File: config.mk
export PLATFORM = sky130hd
export DESIGN_NAME = accum_wr_control
export DESIGN_NICKNAME = d
export VERILOG_FILES = /design/src/verilog/accum_pkg.sv /design/src/verilog/accum_wr_control.sv
export SDC_FILE = /design/constraint.sdc
export NUM_CORES = 1
export LEC_CHECK = 0
export ABC_CLOCK_PERIOD_IN_PS = 1900
export BUFFER_PORTS_ARGS = -buffer_cell sky130_fd_sc_hd__buf_4
export CAP_MARGIN = 25
export CORE_MARGIN = 2
export CORE_UTILIZATION = 38
export CTS_CLUSTER_DIAMETER = 50
export DETAILED_ROUTE_END_ITERATION = 8
export PLACE_DENSITY = 0.79
export SETUP_SLACK_MARGIN = 0.3
export SLEW_MARGIN = 10
export SYNTH_ARGS = -nofsm -noshare
export SYNTH_HDL_FRONTEND = slang
export SYNTH_SLANG_ARGS = --single-unit
File: constraint.sdc
create_clock -name clk -period 1.9 [get_ports clk]
set_input_delay 0.38 -clock clk [delete_from_list [all_inputs] [get_ports clk]]
set_output_delay 0.38 -clock clk [all_outputs]
set_load 0.005 [all_outputs]
File: src/verilog/accum_pkg.sv
// shared sizes, tile position struct and table address union
// result row and readout row types for the accumulator subsystem
package accum_pkg;

    // systolic array geometry
    localparam int sys_arr_rows = 4;   // rows of processing elements
    localparam int sys_arr_cols = 4;   // columns, one table bank each

    // largest output matrix
    localparam int max_out_rows = 16;
    localparam int max_out_cols = 16;

    // tiles along each output dimension
    localparam int num_submats_m = max_out_rows / sys_arr_rows;
    localparam int num_submats_n = max_out_cols / sys_arr_cols;

    // table depth, one row per output row per column tile
    localparam int num_accum_rows = max_out_rows * num_submats_n;
    localparam int addr_width     = $clog2(num_accum_rows);

    localparam int data_width = 16;   // signed partial sum from the array
    localparam int acc_width  = 24;   // signed accumulator word

    // field widths of the tile position
    localparam int sub_row_width  = $clog2(sys_arr_rows);
    localparam int submat_m_width = $clog2(num_submats_m);
    localparam int submat_n_width = $clog2(num_submats_n);

    // where a result row belongs in the output matrix
    typedef struct packed {
        logic [submat_n_width-1:0] submat_n;   // tile column
        logic [submat_m_width-1:0] submat_m;   // tile row
        logic [sub_row_width-1:0]  sub_row;    // row inside the tile
    } tile_pos_t;

    // same word seen as tile fields or as a flat table index
    // n*max_out_rows + m*sys_arr_rows + sub_row is just the concatenation
    typedef union packed {
        tile_pos_t             pos;
        logic [addr_width-1:0] flat;
    } accum_addr_u;

    // per-column vectors, column 0 in the low bits
    typedef logic [sys_arr_cols-1:0][data_width-1:0] col_data_t;
    typedef accum_addr_u [sys_arr_cols-1:0]          col_addr_t;

    // one row leaving the array
    typedef struct packed {
        tile_pos_t pos;     // target position
        logic      clear;   // overwrite instead of add
        col_data_t data;    // one partial sum per column
    } result_row_t;

    // one table row as returned to the host
    typedef logic [sys_arr_cols-1:0][acc_width-1:0] table_row_t;

endpackage

File: src/verilog/accum_wr_control.sv
`timescale 1ns/1ps
// write address and enable pipeline for the accumulator banks
module accum_wr_control import accum_pkg::*; (
    input  logic                    clk,
    input  logic                    reset,
    input  logic                    wr_pulse,
    input  tile_pos_t               pos,
    output logic [sys_arr_cols-1:0] wr_en_out,
    output col_addr_t               wr_addr_out,
    output logic                    wr_busy
);

    accum_addr_u                    addr_0;   // column 0 address
    logic        [sys_arr_cols-1:1] en_q;     // delayed enables
    accum_addr_u [sys_arr_cols-1:1] addr_q;   // delayed addresses

    // column 0 address from the tile fields via the union
    always_comb begin
        addr_0.pos = pos;
    end

    // column 0 live, higher columns from their left neighbour
    assign wr_en_out   = {en_q, wr_pulse};
    assign wr_addr_out = {addr_q, addr_0};

    // enable shift register
    always_ff @(posedge clk) begin
        if (reset) begin
            en_q <= '0;
        end else begin
            en_q <= wr_en_out[sys_arr_cols-2:0];   // one column per cycle
        end
    end

    // address shift register
    always_ff @(posedge clk) begin
        addr_q <= wr_addr_out[sys_arr_cols-2:0];
    end

    // any column write still heading for the table
    // wr_pulse is bit 0 of the enable vector
    assign wr_busy = |wr_en_out;

endmodule

# == Word level (Yosys, flattened, before mapping) ==
# Index checks and enable logic that the tools add are counted.
# W data, S select, Z words.
# totals
out_inout_bits,29
word_cells,5
in_bits,9
latch_bits,0
mem_count,0
mem_bits_ro,0
register_bits,21
ram_bits,0
# op_classes
n_eq_ne,0
n_bitwise,0
muxes,0
magnitude_cmp,0
reduce_logical,1
multipliers,0
div_mod_pow,0
shift,0
n_addsub,0
# op_table
op,n
$reduce_or A4 Y1,1

# == Depth between registers and ports, before layout ==
# logic_depth
depth_word,1
ltp_mapped,1
mapped_depth_nobuf,1

# == Worst setup path after synthesis ==
# OpenSTA, ideal clock, no wires.
# synth_path
kind,input-to-output
start,in wr_pulse
end,out wr_busy
t_arrival_ns,0.893
required_time_ns,1.520
path_slack_ns,0.627
path_stages,1
cell_sequence,or4_1
# synth_between
elab_chain_cells,1
# synth_rtl
item,line_no,text
start: declaration,accum_wr_control.sv:6,"input logic wr_pulse,"
$reduce_or A4 Y1,accum_wr_control.sv:42,assign wr_busy = |wr_en_out;
end: declaration,accum_wr_control.sv:10,output logic wr_busy
# Every way passes these cells.

# == Worst setup path after layout ==
# layout_path
start,reg en_q[1] (netlist name)
end,out wr_busy
# layout_between
elab_chain_cells,1
# layout_rtl
item,line_no,text
start: declaration,accum_wr_control.sv:14,logic [sys_arr_cols-1:1] en_q;
start signal: assignment,accum_wr_control.sv:31,en_q <= wr_en_out[sys_arr_cols-2:0];
$reduce_or A4 Y1,accum_wr_control.sv:42,
# Every way passes these cells.

==> flow_summary.ini <==
[detailed_routing]
vias_per_cell = 4.073
routed_wl_um = 833
drc = 0
drt_first_iter_violations = 2
via_count = 334
ant_nets = 0
drtPass1Iterations = 2
wl_per_cell_um = 10.16

[critical_path]
arrival_ps = 1260
worstPathMaxFanout = 2
slowest_delay_ps = 510
endpoint_kind = output port
slowest_stage = or4_4
cp.required_ps = 1520
r2r_slack_ps = 1230
path_class = flop to output port
rr_startpoint = en_q[1]
crit_chain = or4_4 -> buf_6
startpoint = en_q[1]
startpoint_type = flop

[synthesis]
synth_common_cells = dfxtp_1, buf_4, nor2b_1
syn_nets = 41
synth_most_common_cell = dfxtp_1
synth_edf_count = 0
synth_top_area_share_pct = 84.21
synth-seq-area-share_pct = 84.21
yosys_warnings = 0
synth.avg_cell_area_sq_um = 15.60
async_flop_share_pct = 0
synth_area_sq_um = 499.2
syn_inst = 32
synth_top_area_cell = dfxtp_1
netlist_top_cells_area = dfxtp_1, buf_4, nor2b_1
ys.flop_type = dfxtp_1
yosys_register_bits = 21
synth_cell_types = 4

[cts]
cts.sinks = 21
cts_max_level = 1
cts_tree = done
clk_pin_slew_worst_paths_ps = 100
cts_root_buffer = clkbuf_4
cts_buffers = 3
clk_path_buf_depth = 2
clkLatencyLatePin_ps = 280

[die]
dieArea_sq_um = 1620
rows = 13
ioPinCount = 38
die_x_um = 40.25
initial_core_util_pct = 39.35
die_y_um = 40.25
core_area_sq_um = 1269

[grt]
grt_max_degree = 12
overflow = 0
grt_pass1_vias = 242
grt_pass1_wl_um = 966
grt_antenna_before_repair = 0
track_usage_pct = 9.674

[pwr]
combPwrFrac_pct = 9.9
p_total_mw = 0.7412
intPower_mw = 0.5970
p_seq_share_pct = 63.7
p_per_area_nw_per_um2 = 943.3
switchingPower_mw = 0.1443
swShare_pct = 19.46
vdd_drop_max_mv = 0.5141
clockPowerShare_pct = 26.4
leakage_nw = 0.3874

[timing]
drv_slew = 0
setup_viol = 0
whs_ps = 199.2
fin_crit_ps = 1636
period_share_pct = 86.09
slew_headroom_pct = 92.57
worst_pin_slew_ps = 111.3
fin_tns_setup_ps = 0
skew_ps = 0.9181
max_clock_freq_ghz = 0.6114
finalHoldViolations = 0
rsz0062_at_grt = true

[run]
max-cap-violations = 0

[finish]
area_growth_pct = 57.39
drive_gt1_share_pct = 64.18
num_antenna_cells = 0
fillers = 114
fin_nets = 77

[min_path]
holdCritPathClass = input port to flop
hold_path.startpoint = pos[1]

[run_status]
outcome = finished clean

[placed_design]
gp_congestion = 0.5225
io_buffers = 37
hpwl_um = 641.8
## cell type report
class                           instances  area [sq um]  share of cell area, %
Multi-Input combinational cell          4         30.03                  3.822
Sequential cell                        21         421.7                  53.66
Clock buffer                            4         26.28                  3.344
Tap cell                               15         18.77                  2.389
Timing Repair Buffer                   38         289.0                  36.78
## final timing paths
path                                         to  depth (start not counted)
worst max register to register          en_q[2]                          2
worst max-delay path                    wr_busy                          2
worst min-delay path             wr_addr_out[7]                          1
worst min register to register  wr_addr_out[17]                          0
## per-layer routing
metal / share of wire (%) / up-vias / global-route usage (%) / wire, um
met3: 7.4 / 0 / 3.889 / 62
li1: - / 163 / - / -
met5: 0 / - / 0 / 0
met2: 57 / 15 / 15.73 / 475
met4: 0 / 0 / 7.500 / 0
met1: 35 / 156 / 9.790 / 295
## sequential cells by signal, indices dropped and copies added (netlist names)
| signal | flops |
|---|---|
| en_q | 3 |
| wr_addr_out | 18 |
## placed cells by master, fill, tap and decap left out
master / instances
dfxtp_2: 1
clkbuf_4: 3
buf_4: 37
dfxtp_1: 20
buf_6: 1
or4_4: 1
clkbuf_1: 1
nor2b_1: 3
## logic make-up (layout without fill, tap and decap cells)
family	Yosys count	after routing	synth area share [%]
AND/OR/NAND/NOR	4	4	5.264
flip-flops	21	21	84.21
buffers and inverters	7	42	10.53
## worst max-delay path, delay by kind of cell (launching register included)
family / cells / cell delay (ps)
AND/OR/NAND/NOR: 1 / 510
flip-flops: 1 / 340
buffers and inverters: 1 / 130
## metrics by stage
stage	util (%)	setup slack (ps)	cells	cell area, sq um
after floorplan	-	627.5	32	499.2
after global placement	58.58	391.9	77	743.2
after detailed placement	58.58	364.1	77	743.2
after CTS	61.34	244.5	82	778.2
after global routing	61.93	216.9	82	785.8
final	61.93	264.4	82	785.8
## power groups by stage
| stage | Sequential, mW | Combinational (mW) | Clock (mW) |
|---|---|---|---|
| finish | 0.472 | 0.0735 | 0.195 |
| global route | 0.474 | 0.0803 | 0.224 |
| CTS | 0.472 | 0.0720 | 0.204 |
| detailed placement | 0.482 | 0.0701 | 0 |
| global placement | 0.481 | 0.0686 | 0 |
| floorplan | 0.484 | 0.0150 | 0 |
## timing repair
action                     in CTS  in global routing
gates resized for setup         1                  2
hold buffers                    0                  0
buffers inserted                1                  0
setup endpoints to repair       1                  1
pin swaps                       1                  0
Note: power is estimated with default switching activity, not from simulation.
