--- config.mk ---
export PLATFORM = sky130hd
export DESIGN_NAME = drain_reader
export DESIGN_NICKNAME = d
export VERILOG_FILES = /design/src/verilog/accum_pkg.sv /design/src/verilog/drain_reader.sv
export SDC_FILE = /design/constraint.sdc
export NUM_CORES = 1
export LEC_CHECK = 0
export ABC_CLOCK_PERIOD_IN_PS = 4500
export BUFFER_PORTS_ARGS = -buffer_cell sky130_fd_sc_hd__buf_2
export CORE_MARGIN = 3
export CORE_UTILIZATION = 38
export CTS_BUF_LIST = sky130_fd_sc_hd__clkbuf_4 sky130_fd_sc_hd__clkbuf_8
export CTS_CLUSTER_DIAMETER = 200
export DETAILED_ROUTE_END_ITERATION = 12
export GPL_TIMING_DRIVEN = 0
export PLACE_DENSITY = 0.89
export SLEW_MARGIN = 20
export SYNTH_ARGS = -nofsm -noshare
export SYNTH_HDL_FRONTEND = slang
export SYNTH_SLANG_ARGS = --single-unit
--- constraint.sdc ---
create_clock -name clk -period 4.5 [get_ports clk]
set_input_delay 0.225 -clock clk [delete_from_list [all_inputs] [get_ports clk]]
set_output_delay 0.225 -clock clk [all_outputs]
set_load 0.03 [all_outputs]
--- src/verilog/accum_pkg.sv ---
// shared sizes, tile position struct and table address union
// result row and readout row types for the accumulator subsystem
package accum_pkg;

    // systolic array geometry
    localparam int sys_arr_rows = 4;   // rows of processing elements
    localparam int sys_arr_cols = 4;   // columns, one table bank each

    // largest output matrix
    localparam int max_out_rows = 16;
    localparam int max_out_cols = 16;

    // tiles along each output dimension
    localparam int num_submats_m = max_out_rows / sys_arr_rows;
    localparam int num_submats_n = max_out_cols / sys_arr_cols;

    // table depth, one row per output row per column tile
    localparam int num_accum_rows = max_out_rows * num_submats_n;
    localparam int addr_width     = $clog2(num_accum_rows);

    localparam int data_width = 16;   // signed partial sum from the array
    localparam int acc_width  = 24;   // signed accumulator word

    // field widths of the tile position
    localparam int sub_row_width  = $clog2(sys_arr_rows);
    localparam int submat_m_width = $clog2(num_submats_m);
    localparam int submat_n_width = $clog2(num_submats_n);

    // where a result row belongs in the output matrix
    typedef struct packed {
        logic [submat_n_width-1:0] submat_n;   // tile column
        logic [submat_m_width-1:0] submat_m;   // tile row
        logic [sub_row_width-1:0]  sub_row;    // row inside the tile
    } tile_pos_t;

    // same word seen as tile fields or as a flat table index
    // n*max_out_rows + m*sys_arr_rows + sub_row is just the concatenation
    typedef union packed {
        tile_pos_t             pos;
        logic [addr_width-1:0] flat;
    } accum_addr_u;

    // per-column vectors, column 0 in the low bits
    typedef logic [sys_arr_cols-1:0][data_width-1:0] col_data_t;
    typedef accum_addr_u [sys_arr_cols-1:0]          col_addr_t;

    // one row leaving the array
    typedef struct packed {
        tile_pos_t pos;     // target position
        logic      clear;   // overwrite instead of add
        col_data_t data;    // one partial sum per column
    } result_row_t;

    // one table row as returned to the host
    typedef logic [sys_arr_cols-1:0][acc_width-1:0] table_row_t;

endpackage

--- src/verilog/drain_reader.sv ---
`timescale 1ns/1ps
// four-phase read server that captures one table row
// once the write pipeline has drained
module drain_reader import accum_pkg::*; (
    input  logic                  clk,
    input  logic                  reset,
    input  logic                  rd_req,
    input  logic [addr_width-1:0] rd_addr_in,
    output logic                  rd_ack,
    output table_row_t            rd_data,
    output logic                  rd_hold,
    input  logic                  wr_busy,
    input  logic                  row_ack,
    output logic [addr_width-1:0] rd_addr,
    input  table_row_t            rd_row
);

    logic capture;   // row sampled at the next edge

    // host address goes straight to the table port
    assign rd_addr = rd_addr_in;

    // read pending, keeps the intake from taking a new row
    assign rd_hold = rd_req && !rd_ack;

    // no column write left and no row handshake open
    // with rd_hold up the intake cannot start one either
    assign capture = rd_hold && !wr_busy && !row_ack;

    // handshake state
    always_ff @(posedge clk) begin
        if (reset) begin
            rd_ack <= 1'b0;
        end else if (capture) begin
            rd_ack <= 1'b1;   // raised with the data
        end else if (rd_ack && !rd_req) begin
            rd_ack <= 1'b0;   // host released the request
        end
    end

    // readout stays put until the next capture
    always_ff @(posedge clk) begin
        if (capture) begin
            rd_data <= rd_row;
        end
    end

endmodule

* Word-level counts from Yosys, hierarchy flattened
Index checks and enable logic that the tools add are counted.
** Storage, ports and cells
- Flip-flop bits (word level) :: 97
- Input port bits :: 107
- Logic and storage cells :: 16
- Output and inout port bits :: 104
** Operators by class
- Reduce and logical (&&, ||, !) cells :: 9
- Muxes and demuxes :: 2
** Operators by type and width (number)
- logical AND 1 bit :: 4
- logical NOT 1 bit :: 4
- 2-to-1 mux 1 bit :: 2
- nonzero test 2 bit :: 1

* Logic depth before layout (Yosys ltp)
- Depth in word-level cells :: 5
- Gate-level depth with buffers :: 2

* Least setup slack after synthesis
Ideal clock, no wire load.
- Path kind :: register to register
- From :: register rd_ack
- To :: register rd_data[0] (netlist bit), enable pin
- Data required time :: 3.967 ns
- Buffers on the path :: 0
- Arrival :: 4.536 ns
- Path slack :: -0.569 ns
- Stages on the path, launching flop included :: 3
- Period minus slack after synthesis :: 5.069 ns
- Path through :: dfxtp_1 -> nor2b_2 -> nor3b_2
** On the way
- Cells in the longest elaborated chain, start to end :: 4
** RTL lines
- from (decl) :: RTL line drain_reader.sv:9 : output logic rd_ack,
- from (signal assigned) :: RTL line drain_reader.sv:33 : rd_ack <= 1'b0;
- from (signal assigned) :: RTL line drain_reader.sv:35 : rd_ack <= 1'b1;
- from (signal assigned) :: RTL line drain_reader.sv:37 : rd_ack <= 1'b0;
- logical NOT 1 bit :: RTL line drain_reader.sv:24 : assign rd_hold = rd_req && !rd_ack;
- logical AND 1 bit :: RTL line drain_reader.sv:24
- via rd_hold :: RTL line drain_reader.sv:11 : output logic rd_hold,
- logical AND 1 bit (2 in series) :: RTL line drain_reader.sv:28 : assign capture = rd_hold && !wr_busy && !row_ack;
- via capture :: RTL line drain_reader.sv:18 : logic capture;
- to (signal assigned) :: RTL line drain_reader.sv:44 : rd_data <= rd_row;
- to (decl) :: RTL line drain_reader.sv:10 : output table_row_t rd_data,
The timed path passes the listed nets, and every way through them passes these cells.
A chain may end at the register's enable or synchronous reset.

* Worst setup path in the final report
- From :: register rd_ack
- To :: register rd_data[47] (netlist bit), enable pin
** On the way
- Cells in the longest elaborated chain, start to end :: 4
** RTL lines (RTL line)
- logical NOT 1 bit :: drain_reader.sv:24
- logical AND 1 bit :: drain_reader.sv:24
- logical AND 1 bit (2 in series) :: drain_reader.sv:28
- via capture :: drain_reader.sv:18
The timed path passes the listed nets, and every way through them passes these cells.

==> results.sh <==
export IMPL_status="completed"
export IMPL_cts_max_path_buffers=2
export IMPL_synth_warning_count=0
export IMPL_power_frac_seq_pct=61.3
export IMPL_max_freq_ghz=0.495
export IMPL_clockRootBuffer="clkbuf_8"
export IMPL_clk_latency_ns=0.34
export IMPL_critical_path_peak_fanout=18
export IMPL_drt_initial_drc_count=77
export IMPL_yosys_cell_types_count=7
export IMPL_ys_async_sr_fraction_pct=0
export IMPL_synth_ff_type="edfxtp_1"
export IMPL_htreeDepth=3
export IMPL_route_vias_total=1880
export IMPL_slew_violations=0
export IMPL_dieArea_sq_mm=0.00896
export IMPL_dr_pass1_iters=4
export IMPL_switchingPower_mw=0.388
export IMPL_place_hpwl_mm=5.64
export IMPL_fin_crit_ns=2.02
export IMPL_p_leak_nw=1.87
export IMPL_ios=211
export IMPL_cap_violations=0
export IMPL_yosys_top_cells_area="edfxtp_1 (97%), buf_4 (1.5%), dfxtp_1 (0.67%)"
export IMPL_synth_xor_area_share_pct=0
export IMPL_crit_type="register to register"
export IMPL_syn_to_final_growth_pct=47.0
export IMPL_cts_buffers=9
export IMPL_grt_max_degree=19
export IMPL_synth_top_area_cell="edfxtp_1"
export IMPL_cellPowerDensity_mw_per_mm2=382
export IMPL_synth_compound_area_share_pct=0.251
export IMPL_holdBufCountCts=0
export IMPL_setup_tns_ns=0
export IMPL_muxShareOfSynthArea_pct=0
export IMPL_synthTopCellsByCount="edfxtp_1 (96), buf_4 (6)"
export IMPL_final_cells=432
export IMPL_die_h_microns=94.6
export IMPL_dp_slack_ns=2.45
export IMPL_clock_skew_ns=0.00573
export IMPL_design_core_area_sq_mm=0.00745
export IMPL_start_kind="register"
export IMPL_grt_pass1_vias=1857
export IMPL_cts_tree="yes"
export IMPL_crit_arrival_ns=2.06
export IMPL_avgSynthCellArea_sq_um=27.9
export IMPL_min_delay_path_class="input pin to register"
export IMPL_worst_pin_slew_ns=0.531
export IMPL_rows=31
export IMPL_yosysMostFrequentCell="edfxtp_1"
export IMPL_synthAdderAreaFrac_pct=0
export IMPL_cts_setup_buffers=0
export IMPL_internal_power_mw=1.29
export IMPL_setup_viol=0
export IMPL_route_detailed_drc=0
export IMPL_antenna_found_initial=0
export IMPL_grt_usage_pct=15.1
export IMPL_relSlewSlack_pct=64.5
export IMPL_syn_instance_count=107
export IMPL_clock_sinks=97
export IMPL_cts_resized=0
export IMPL_syn_nets=214
export IMPL_rsz0062_at_grt="no"
export IMPL_grt_ovfl_total=0
export IMPL_grt_pass1_wl_mm=9.78
export IMPL_synth_simple_area_share_pct=1.01
export IMPL_num_antenna_cells=0
export IMPL_post_dp_cell_area_sq_mm=0.00422
export IMPL_clockPowerShare_pct=29.8
export IMPL_antenna_left=0
export IMPL_synth_top_area_share_pct=96.6
export IMPL_fillers=592
export IMPL_synth_top_family_by_area="buffers and inverters"
export IMPL_power_switching_share_pct=23.1
export IMPL_worst_slack_ns=2.48
export IMPL_synth_cell_area_sq_mm=0.00299
export IMPL_final_area_sq_mm=0.00439
export IMPL_port_buffers=204
export IMPL_period_share_pct=44.9
export IMPL_cp_data_required_time_ns=4.54
export IMPL_seq_area_frac_synth_pct=97.2
export IMPL_die_w_microns=94.6
export IMPL_worstSetupEndpointType="register"
export IMPL_vias_per_cell=4.35
export IMPL_ys_ff_latch=97
export IMPL_combPwrFrac_pct=8.9
export IMPL_wl_per_cell_microns=16.1
export IMPL_drive_above_1_share_pct=70.0
export IMPL_final_hold_viol_count=0
export IMPL_clkSlewWorstSetupHoldPaths_ns=0.09
export IMPL_nets=435
export IMPL_gp_congestion=0.688
export IMPL_initial_core_util_pct=40.1
export IMPL_vdd_drop_max_mv=0.195
export IMPL_dp_cells=416
export IMPL_routed_wl_mm=6.96
export IMPL_synth_edf_count=96
==> cell type report <==
type | instances | area (sq um) | share of cell area [%]
Multi-Input combinational cell | 4 | 43.8 | 0.998
Timing Repair Buffer | 210 | 1100 | 25.1
Clock inverter | 6 | 42.5 | 0.969
Sequential cell | 97 | 2900 | 66.1
Clock buffer | 10 | 131 | 2.99
Tap cell | 99 | 124 | 2.82
Buffer | 6 | 45.0 | 1.03
==> layer usage <==
metal	GRT usage [%]	wire (microns)	up-vias
li1	-	-	860
met1	15.8	2390	875
met2	26.4	3500	135
met3	6.85	954	10
met4	6.13	107	0
met5	0	0	-
==> state kept, by name, summed over array words and instances, names as in the netlist <==
name	count
rd_data	96
rd_ack	1
==> worst max-delay path, stage by stage, from the launching register on <==
cell and delay, ns:
dfxtp_1 0.34, nor2b_2 0.12, nor3b_4 0.49, buf_8 0.23, buf_8 0.17, buf_8 0.17, buf_6 0.21
==> through the flow <==
| step | utilization, % | hold WS, ns | total power [mW] |
|---|---|---|---|
| 2_1_floorplan | - | 0.324 | 1.12 |
| 3_3_place_gp | 55.5 | 0.402 | 1.19 |
| 3_5_place_dp | 56.6 | 0.403 | 1.20 |
| 4_1_cts | 58.9 | 0.0327 | 1.69 |
| 5_1_grt | 58.9 | 0.0212 | 1.74 |
| 6_report | 58.9 | 0.0501 | 1.68 |
==> cells by family (layout without fill, tap and decap cells) <==
logic type	after synthesis	after routing
flops	97	97
buf+inv	6	232
simple gates	3	3
compound gates	1	1
==> final timing paths <==
check	from	slack (ns)	cells past startpoint	endpoint
hold reg to reg	rd_ack$_SDFFE_PP0P_	0.65	2	rd_ack$_SDFFE_PP0P_
setup / recovery	rd_ack$_SDFFE_PP0P_	2.48	6	rd_data[47]$_DFFE_PP_
hold / removal	rd_row[65]	0.05	1	rd_data[65]$_DFFE_PP_
setup reg to reg	rd_ack$_SDFFE_PP0P_	2.48	6	rd_data[47]$_DFFE_PP_
==> placed cells by master, fill, tap and decap left out <==
cell	count
buf_4	6
clkinv_4	1
inv_6	2
buf_2	204
nor3b_4	1
dfxtp_1	1
clkinv_2	1
edfxtp_1	96
clkbuf_8	9
clkbuf_4	1
nor2b_2	1
buf_8	3
clkinvlp_4	1
o21bai_1	1
buf_6	3
and3b_1	1
clkinv_1	1
==> power groups by stage <==
| stage | combinational [mW] | clock [mW] | sequential (mW) |
|---|---|---|---|
| 6_report | 0.150 | 0.499 | 1.03 |
| 3_5_place_dp | 0.152 | 0 | 1.05 |
| 3_3_place_gp | 0.142 | 0 | 1.05 |
| 5_1_grt | 0.160 | 0.550 | 1.03 |
| 4_1_cts | 0.152 | 0.512 | 1.03 |
| 2_1_floorplan | 0.0225 | 0 | 1.10 |
(Power assumes the default switching activity.)
