File: src/verilog/accum_pkg.sv
// shared sizes, tile position struct and table address union
// result row and readout row types for the accumulator subsystem
package accum_pkg;

    // systolic array geometry
    localparam int sys_arr_rows = 4;   // rows of processing elements
    localparam int sys_arr_cols = 4;   // columns, one table bank each

    // largest output matrix
    localparam int max_out_rows = 16;
    localparam int max_out_cols = 16;

    // tiles along each output dimension
    localparam int num_submats_m = max_out_rows / sys_arr_rows;
    localparam int num_submats_n = max_out_cols / sys_arr_cols;

    // table depth, one row per output row per column tile
    localparam int num_accum_rows = max_out_rows * num_submats_n;
    localparam int addr_width     = $clog2(num_accum_rows);

    localparam int data_width = 16;   // signed partial sum from the array
    localparam int acc_width  = 24;   // signed accumulator word

    // field widths of the tile position
    localparam int sub_row_width  = $clog2(sys_arr_rows);
    localparam int submat_m_width = $clog2(num_submats_m);
    localparam int submat_n_width = $clog2(num_submats_n);

    // where a result row belongs in the output matrix
    typedef struct packed {
        logic [submat_n_width-1:0] submat_n;   // tile column
        logic [submat_m_width-1:0] submat_m;   // tile row
        logic [sub_row_width-1:0]  sub_row;    // row inside the tile
    } tile_pos_t;

    // same word seen as tile fields or as a flat table index
    // n*max_out_rows + m*sys_arr_rows + sub_row is just the concatenation
    typedef union packed {
        tile_pos_t             pos;
        logic [addr_width-1:0] flat;
    } accum_addr_u;

    // per-column vectors, column 0 in the low bits
    typedef logic [sys_arr_cols-1:0][data_width-1:0] col_data_t;
    typedef accum_addr_u [sys_arr_cols-1:0]          col_addr_t;

    // one row leaving the array
    typedef struct packed {
        tile_pos_t pos;     // target position
        logic      clear;   // overwrite instead of add
        col_data_t data;    // one partial sum per column
    } result_row_t;

    // one table row as returned to the host
    typedef logic [sys_arr_cols-1:0][acc_width-1:0] table_row_t;

endpackage

File: src/verilog/row_intake.sv
`timescale 1ns/1ps
// four-phase receiver for result rows with one write pulse per row
// and the per-column skew lines for data and clear
module row_intake import accum_pkg::*; (
    input  logic                    clk,
    input  logic                    reset,
    input  logic                    row_req,
    input  result_row_t             row_in,
    output logic                    row_ack,
    input  logic                    rd_hold,
    output logic                    wr_pulse,
    output tile_pos_t               pos,
    output col_data_t               col_data,
    output logic [sys_arr_cols-1:0] col_clear
);

    logic        accept;   // row taken at the next edge
    result_row_t row_q;    // accepted row

    // new row only while ack is low and no read capture is waiting
    assign accept = row_req && !row_ack && !rd_hold;

    // handshake state
    always_ff @(posedge clk) begin
        if (reset) begin
            row_ack  <= 1'b0;
            wr_pulse <= 1'b0;
        end else begin
            wr_pulse <= accept;   // high in the cycle ack rises
            if (accept) begin
                row_ack <= 1'b1;
            end else if (row_ack && !row_req) begin
                row_ack <= 1'b0;   // requester let go
            end
        end
    end

    // row payload, held until the next accept
    always_ff @(posedge clk) begin
        if (accept) begin
            row_q <= row_in;
        end
    end

    assign pos          = row_q.pos;
    assign col_data[0]  = row_q.data[0];   // column 0 goes straight out
    assign col_clear[0] = row_q.clear;

    // column c trails column 0 by c cycles like the array output
    for (genvar c = 1; c < sys_arr_cols; c++) begin : g_skew
        logic [c-1:0][data_width-1:0] data_line;    // c stages
        logic [c-1:0]                 clear_line;   // clear follows its data

        always_ff @(posedge clk) begin
            data_line[0]  <= row_q.data[c];
            clear_line[0] <= row_q.clear;
            for (int k = 1; k < c; k++) begin
                data_line[k]  <= data_line[k-1];    // shifts every cycle
                clear_line[k] <= clear_line[k-1];
            end
        end

        // several rows may be in flight here at once
        assign col_data[c]  = data_line[c-1];
        assign col_clear[c] = clear_line[c-1];
    end

endmodule

File: config.mk
export PLATFORM = sky130hd
export DESIGN_NAME = row_intake
export DESIGN_NICKNAME = d
export VERILOG_FILES = /design/src/verilog/accum_pkg.sv /design/src/verilog/row_intake.sv
export SDC_FILE = /design/constraint.sdc
export NUM_CORES = 1
export LEC_CHECK = 0
export BUFFER_PORTS_ARGS = -buffer_cell sky130_fd_sc_hd__buf_2
export CORE_MARGIN = 2
export CORE_UTILIZATION = 45
export DETAILED_ROUTE_END_ITERATION = 10
export PLACE_DENSITY_LB_ADDON = 0.1
export SYNTH_ARGS = -nofsm -noshare
export SYNTH_HDL_FRONTEND = slang
export SYNTH_SLANG_ARGS = --single-unit
File: constraint.sdc
create_clock -name clk -period 11.6 [get_ports clk]
set_clock_uncertainty 0.15 [all_clocks]
set_input_delay 2.32 -clock clk [delete_from_list [all_inputs] [get_ports clk]]
set_output_delay 2.32 -clock clk [all_outputs]
set_load 0.01 [all_outputs]
# Yosys cells after proc, flatten, opt, wreduce, memory -nomap -nowiden
# Cells that the tools add are included.
# W data, S select, Z words.
dict set report word_totals {
  reg_bits 175
  output_inout_bits 76
  inputBits 75
  word_cells 28
}
dict set report classes {
  mux 2
  reduce_logical 7
}
# cell count
set ops {}
lappend ops {{$logic_and A1 B1 Y1} 3}
lappend ops {{$logic_not A1 Y1} 3}
lappend ops {{$mux W1} 2}
lappend ops {{$reduce_bool A2 Y1} 1}

# Longest topological paths before layout
# Gate-level depths: netlist (run 1).
dict set report depth {
  word_depth 4
  depth_mapped 2
  mapped_depth_nobuf 2
}

# Least setup slack after synthesis (run 1)
# OpenSTA, ideal clock, no wires.
dict set report synth_path {
  kind {input port to flip-flop}
  start {input rd_hold}
  end {register wr_pulse}
  setup_ps 73
  path_stages 2
  path_slack_ps 5856
  arrival_ps 5522
  t_required_ps 11377
  path_buffers 0
  path_cell_list {nor3b_2 and2b_2}
}
dict set report synth_between {
  elab_chain_len 2
}
# item line_no
set synth_lines {}
lappend synth_lines {{start, declared} row_intake.sv:10} ;# input logic rd_hold,
lappend synth_lines {{$logic_not A1 Y1} row_intake.sv:21} ;# assign accept = row_req && !row_ack && !rd_hold;
lappend synth_lines {{$logic_and A1 B1 Y1} row_intake.sv:21}
lappend synth_lines {{end signal, assigned} row_intake.sv:29} ;# wr_pulse <= accept;
lappend synth_lines {{end, declared} row_intake.sv:11} ;# output logic wr_pulse,
# Every way passes these cells.
# A chain may end at the register's enable or synchronous reset.

# Final worst setup path (run 1)
dict set report layout_path {
  start {register row_ack}
  end {output row_ack}
}
# item line_no
set layout_rtl {}
lappend layout_rtl {{start, declared} row_intake.sv:9} ;# output logic row_ack,
lappend layout_rtl {{start signal, assigned} row_intake.sv:26} ;# row_ack <= 1'b0;
lappend layout_rtl {{start signal, assigned} row_intake.sv:31} ;# row_ack <= 1'b1;
lappend layout_rtl {{start signal, assigned} row_intake.sv:33} ;# row_ack <= 1'b0;
# No word-level cell between the ends.

==> summary.md, run 1 <==
| Metric | Value |
|---|---|
| Status | `completed` |
| Area grow syn2layout | `23.6%` |
| Setup TNS | `0 ns` |
| Number of synthesis warnings | `0` |
| Grt ovf | `0` |
| Finished Layout Cells | `493` |
| Post-CTS sizing | `0` |
| IO Port Bufs | `150` |
| Routability congestion estimate from global placement | `0.662` |
| Die width | `105 µm` |
| Largest net degree at the start of global routing | `38` |
| WP data arrival | `1.06 ns` |
| Met3 routed WL | `809 µm` |
| H-tree lvl count | `4` |
| Site row count | `36` |
| Slew Limit Fails | `0` |
| Crit share post-route | `0.304` |
| Worst VDD drop | `0.0980 mV` |
| Clock power share | `0.431` |
| Sequential Area | `4150 µm²` |
| Maximum root-to-sink buffer count | `2` |
| Sequential power share | `0.541` |
| Netlist cell types | `7` |
| Largest cells by area after synthesis | `edfxtp_1, dfxtp_1, buf_4, nor3b_2, and2b_2` |
| Initial antenna violation count | `1` |
| Final Net Count | `422` |
| Crit path max fanout | `3` |
| Die area | `11100 µm²` |
| Crit start category | `flop` |
| Pre-antenna DRT Iters | `4` |
| Drt wl/cell | `12.4 µm` |
| Dominant cell type by area after synthesis | `edfxtp_1` |
| DRT iter0 DRCs | `41` |
| Crit path largest cell delay | `0.39 ns` |
| Crit path cell chain | `buf_2` |
| Max Clk Rate | `0.283 GHz` |
| Critical path class | `flop to primary output` |
| Routed WL | `6.10 mm` |
| Chip height | `105 µm` |
| Cts hold-fix bufs | `0` |
| Postcts setup bufs | `0` |
| Initial Util | `0.467` |
| Wl on met1 | `2.29 mm` |
| First-pass GRT wire length | `9.22 mm` |
| Bufs and invs on worst path | `1` |
| Worst-Skew Late Latency | `0.51 ns` |
| Net switching fraction of the power | `0.204` |
| Final setup violation count | `0` |
| Core box area | `9860 µm²` |
| CTS root buf | `clkbuf_8` |
| Vias/cell | `3.96` |
| Power Density | `214 nW/µm²` |
| Synthesized instance count | `232` |
| Hold slack | `0.173 ns` |
| N_diodes | `0` |
| Final-layout fill cell count | `795` |
| Clock Sinks | `172` |
| Most common cell after layout, fill and taps aside | `buf_2` |
| Pleak | `2.42 nW` |
| Worst Path Required | `9.13 ns` |
| Syn avg cell area | `19.9 µm²` |
| Slew HR | `0.697` |
| Commonest cells after routing, fill and taps aside | `buf_2, dfxtp_1, edfxtp_1, clkbuf_16, inv_6` |
| Synth Cell Area | `4610 µm²` |
| Maximum Capacitance Violations | `0` |
| HP Class | `flop to flop` |
| Final Hold Vio Count | `0` |
| Setup crit end kind | `primary output` |
| Slew @ Worst Pin | `0.454 ns` |
| Psw | `0.000249 W` |
| Top layer reached by signal wires | `met5` |
| Total power | `0.00122 W` |
| Placed cell count | `461` |
| CTS tree | `yes` |
| Total Routing Usage GR | `0.116` |
| Antenna-violating nets left | `0` |
| CTS Buf Count | `17` |
| Post-synthesis sequential area ratio | `0.901` |
| P_int | `0.000973 W` |
| CTS clk-pin slew, worst paths | `0.07 ns` |
| Layout cells sized above 1 | `0.514` |
| Vias in the first global route | `1953` |
| Cell family with most CP delay | `flip-flops` |
| Syn_nets | `307` |
| Min Tclk post-route | `3.53 ns` |
| Crit-path slowest cell | `dfxtp_1` |
| #FFs+latches synth | `172` |
| Combinational group share of total power | `0.028` |
| Met2 wire length | `2.87 mm` |
| IO Count | `151` |
| RSZ-0062 raised after global routing | `no` |
| Routed via count | `1950` |
| Synth top area share | `0.463` |
| DRC errors left | `0` |
| Multi-input logic area | `41.3 µm²` |
| Hpwl dp | `4.25 mm` |
[layout make-up]
type	count	share of cell area
flip-flops and latches	172	0.729
repair buffers	152	0.134
clock buffers	21	0.0845
well taps	133	0.0292
clock inverters	11	0.0158
multi-input cells	4	0.00724
[stage by stage]
stage / util / setup WS, ns / instance area (µm²)
after global placement: 0.520 / 8.00 / 5130
after floorplan: - / 5.86 / 4610
after detailed placement: 0.520 / 8.00 / 5130
final: 0.578 / 8.07 / 5700
after CTS: 0.578 / 8.04 / 5700
after global routing: 0.578 / 8.00 / 5700
[cells in the mapped netlist]
library cell / count
edfxtp_1: 71
buf_4: 56
nor3b_2: 1
nor3b_1: 1
dfxtp_1: 101
and2b_2: 1
nor2b_1: 1
[flip-flops by register name, summed over array words and instances, names as in the netlist]
| name | cells |
|---|---|
| col_data | 48 |
| col_clear | 1 |
| g_skew.clear_line | 3 |
| row_q | 48 |
| wr_pulse | 1 |
| row_ack | 1 |
| g_skew.data_line | 64 |
| pos | 6 |
[power groups by stage]
stage | registers [W] | clock network [W] | logic, W
final | 0.000661 | 0.000526 | 0.0000344
after global placement | 0.000674 | 0 | 0.0000348
after detailed placement | 0.000675 | 0 | 0.0000352
after floorplan | 0.000676 | 0 | 0.0000190
after CTS | 0.000662 | 0.000543 | 0.0000353
after global routing | 0.000663 | 0.000568 | 0.0000381
[cells by family after synthesis]
group / Yosys count / synth area share
DFF: 172 / 0.901
and+or+nand+nor: 4 / 0.00760
buffers and inverters: 56 / 0.0912
[layer usage]
metal | global-route usage | vias to the layer above
met5 | 0 | -
met4 | 0.0705 | 2
met3 | 0.0841 | 11
met2 | 0.170 | 100
met1 | 0.119 | 874
li1 | - | 963
[final timing paths]
| path | start | to | slack, ns | depth (start not counted) |
|---|---|---|---|---|
| setup / recovery | row_ack | row_ack | 8.07 | 1 |
| hold / removal | g_skew[3].data_line[11] | g_skew[3].data_line[27] | 0.17 | 0 |
| setup reg to reg | row_ack | row_q[61] | 10.10 | 2 |
| hold reg to reg | g_skew[3].data_line[11] | g_skew[3].data_line[27] | 0.17 | 0 |
Note: power is estimated with default switching activity, not from simulation.
==> run 2, diff against run 1 <==
- clock period: 11.6 -> 3.3 ns (I/O delays scaled with it)
==> run 2 against run 1 <==
  * Combinational power rose to 3.5 times the previous value
  * Critical path depth unchanged
  * Die area unchanged
  * Cell count down 0.20%
  * Sequential share of layout area up 0.32 points
  * First-iteration DRC count down 12%
  * Worst hold slack worse by 0.00065 ns
  * Routed wire length unchanged
  * Critical path type unchanged
  * Largest cell class unchanged
  * Global-route usage up 0.12 points
  * Clock-buffer cell count down 2
  * Register-to-register slack worse by 8.5 ns
==> summary.md, run 2 (synthesized netlist as in run 1, its figures left out) <==
| Metric | Value |
|---|---|
| RSZ-0062 raised after global routing | `no` |
| Final Hold Vio Count | `0` |
| Crit share post-route | `0.564` |
| WP data arrival | `1.05 ns` |
| First-pass GRT wire length | `9.47 mm` |
| Crit path cell chain | `buf_2` |
| Hpwl dp | `4.17 mm` |
| Die width | `105 µm` |
| Pleak | `2.40 nW` |
| Routed via count | `1947` |
| Chip height | `105 µm` |
| Critical R2R Launch | `row_ack` |
| R2R depth | `2` |
| Postcts setup bufs | `0` |
| Worst Path Required | `2.49 ns` |
| Initial antenna violation count | `0` |
| Final Net Count | `422` |
| Final setup violation count | `0` |
| Met2 wire length | `2.84 mm` |
| Worst-Skew Late Latency | `0.50 ns` |
| Worst VDD drop | `0.349 mV` |
| DRC errors left | `0` |
| CP Launch Point | `row_ack` |
| Critical path class | `flop to primary output` |
| Setup TNS | `0 ns` |
| Area grow syn2layout | `23.1%` |
| FF-to-FF End | `row_q[45]` |
| Grt ovf | `0` |
| Slew HR | `0.589` |
| Slew Limit Fails | `0` |
| Site row count | `36` |
| IO Count | `151` |
| Max Clk Rate | `0.537 GHz` |
| Maximum Capacitance Violations | `0` |
| Hold Crit Start | `g_skew[2].data_line[11]` |
| Layout cells sized above 1 | `0.515` |
| Hold EP | `col_data[43]` |
| Commonest cells after routing, fill and taps aside | `buf_2, dfxtp_1, edfxtp_1, clkbuf_16` |
| Reg2Reg Setup Slack | `1.65 ns` |
| Slew @ Worst Pin | `0.616 ns` |
| DRT iter0 DRCs | `36` |
| CTS tree | `yes` |
| HP Class | `flop to flop` |
| Cells on Worst Hold Path | `0` |
| Bufs and invs on worst path | `1` |
| Top layer reached by signal wires | `met4` |
| H-tree lvl count | `4` |
| Crit-path slowest cell | `dfxtp_1` |
| Vias/cell | `3.96` |
| Wl on met1 | `2.48 mm` |
| CTS root buf | `clkbuf_8` |
| Status | `completed` |
| N_diodes | `0` |
| Most common cell after layout, fill and taps aside | `buf_2` |
| Power Density | `743 nW/µm²` |
| Initial Util | `0.467` |
| Routability congestion estimate from global placement | `0.682` |
| IO Port Bufs | `150` |
| Vias in the first global route | `1938` |
| Met3 routed WL | `700 µm` |
| CTS clk-pin slew, worst paths | `0.06 ns` |
| Hold slack | `0.173 ns` |
| Core box area | `9860 µm²` |
| Clock Sinks | `172` |
| Crit path largest cell delay | `0.40 ns` |
| Max reg flops | `64` |
| Largest net degree at the start of global routing | `51` |
| Final-layout fill cell count | `788` |
| Cell family with most CP delay | `flip-flops` |
| CTS Buf Count | `17` |
| Maximum root-to-sink buffer count | `2` |
| Cts hold-fix bufs | `0` |
| Total Routing Usage GR | `0.117` |
| Largest Register | `g_skew.data_line` |
| Antenna-violating nets left | `0` |
| Pre-antenna DRT Iters | `3` |
| Routed WL | `6.10 mm` |
| Die area | `11100 µm²` |
| Setup crit end kind | `primary output` |
| Crit start category | `flop` |
| Post-CTS sizing | `0` |
| Drt wl/cell | `12.4 µm` |
| Min Tclk post-route | `1.86 ns` |
| Crit path max fanout | `3` |
run 2: changes by cell type in the layout (fill, tap and decap cells not counted), sizes merged:
cell,change
clkbuf,-2
clkinv,+1
clkinvlp,+2
inv,-2
run 2: worst register-to-register path, cell delays in order, from the launching register on:
cell and delay (ns):
dfxtp_1 0.35, nor3b_4 0.22, buf_4 0.54
run 2: report_power, final:
part           internal [W]  switching [W]
combinational     0.0000581      0.0000641
clock              0.000981       0.000789
sequential          0.00231      0.0000175
run 2: metal layers:
metal  track usage  vias to the layer above
li1              -                      958
met1         0.128                      892
met2         0.173                       91
met3        0.0823                        6
met4        0.0543                        0
met5             0                        -
run 2: worst max path at each step:
stage / to / slack (ns) / cells after the start
final: row_ack / 1.44 / 1
after global routing: row_ack / 1.36 / 1
after CTS: row_ack / 1.40 / 1
after detailed placement: row_q[56] / 1.22 / 3
after global placement: pos[0] / 1.24 / 3
after floorplan: col_clear[0] / 0.21 / 1
run 2: cell type report:
class / instances / area, µm² / area share
timing repair buffer: 152 / 766 / 0.135
tap: 133 / 166 / 0.0293
multi-input combinational: 4 / 41.3 / 0.00728
clock buffer: 19 / 442 / 0.0778
clock inverter: 12 / 105 / 0.0185
sequential: 172 / 4150 / 0.732
run 2: per-stage QoR:
stage	instances	total power, W	util	area [µm²]	worst slack (ns)
6_report	492	0.00422	0.575	5670	1.44
5_1_grt	492	0.00439	0.575	5670	1.36
4_1_cts	492	0.00428	0.575	5670	1.40
3_5_place_dp	461	0.00250	0.520	5130	1.22
3_3_place_gp	461	0.00249	0.520	5130	1.24
2_1_floorplan	232	0.00244	-	4620	0.210
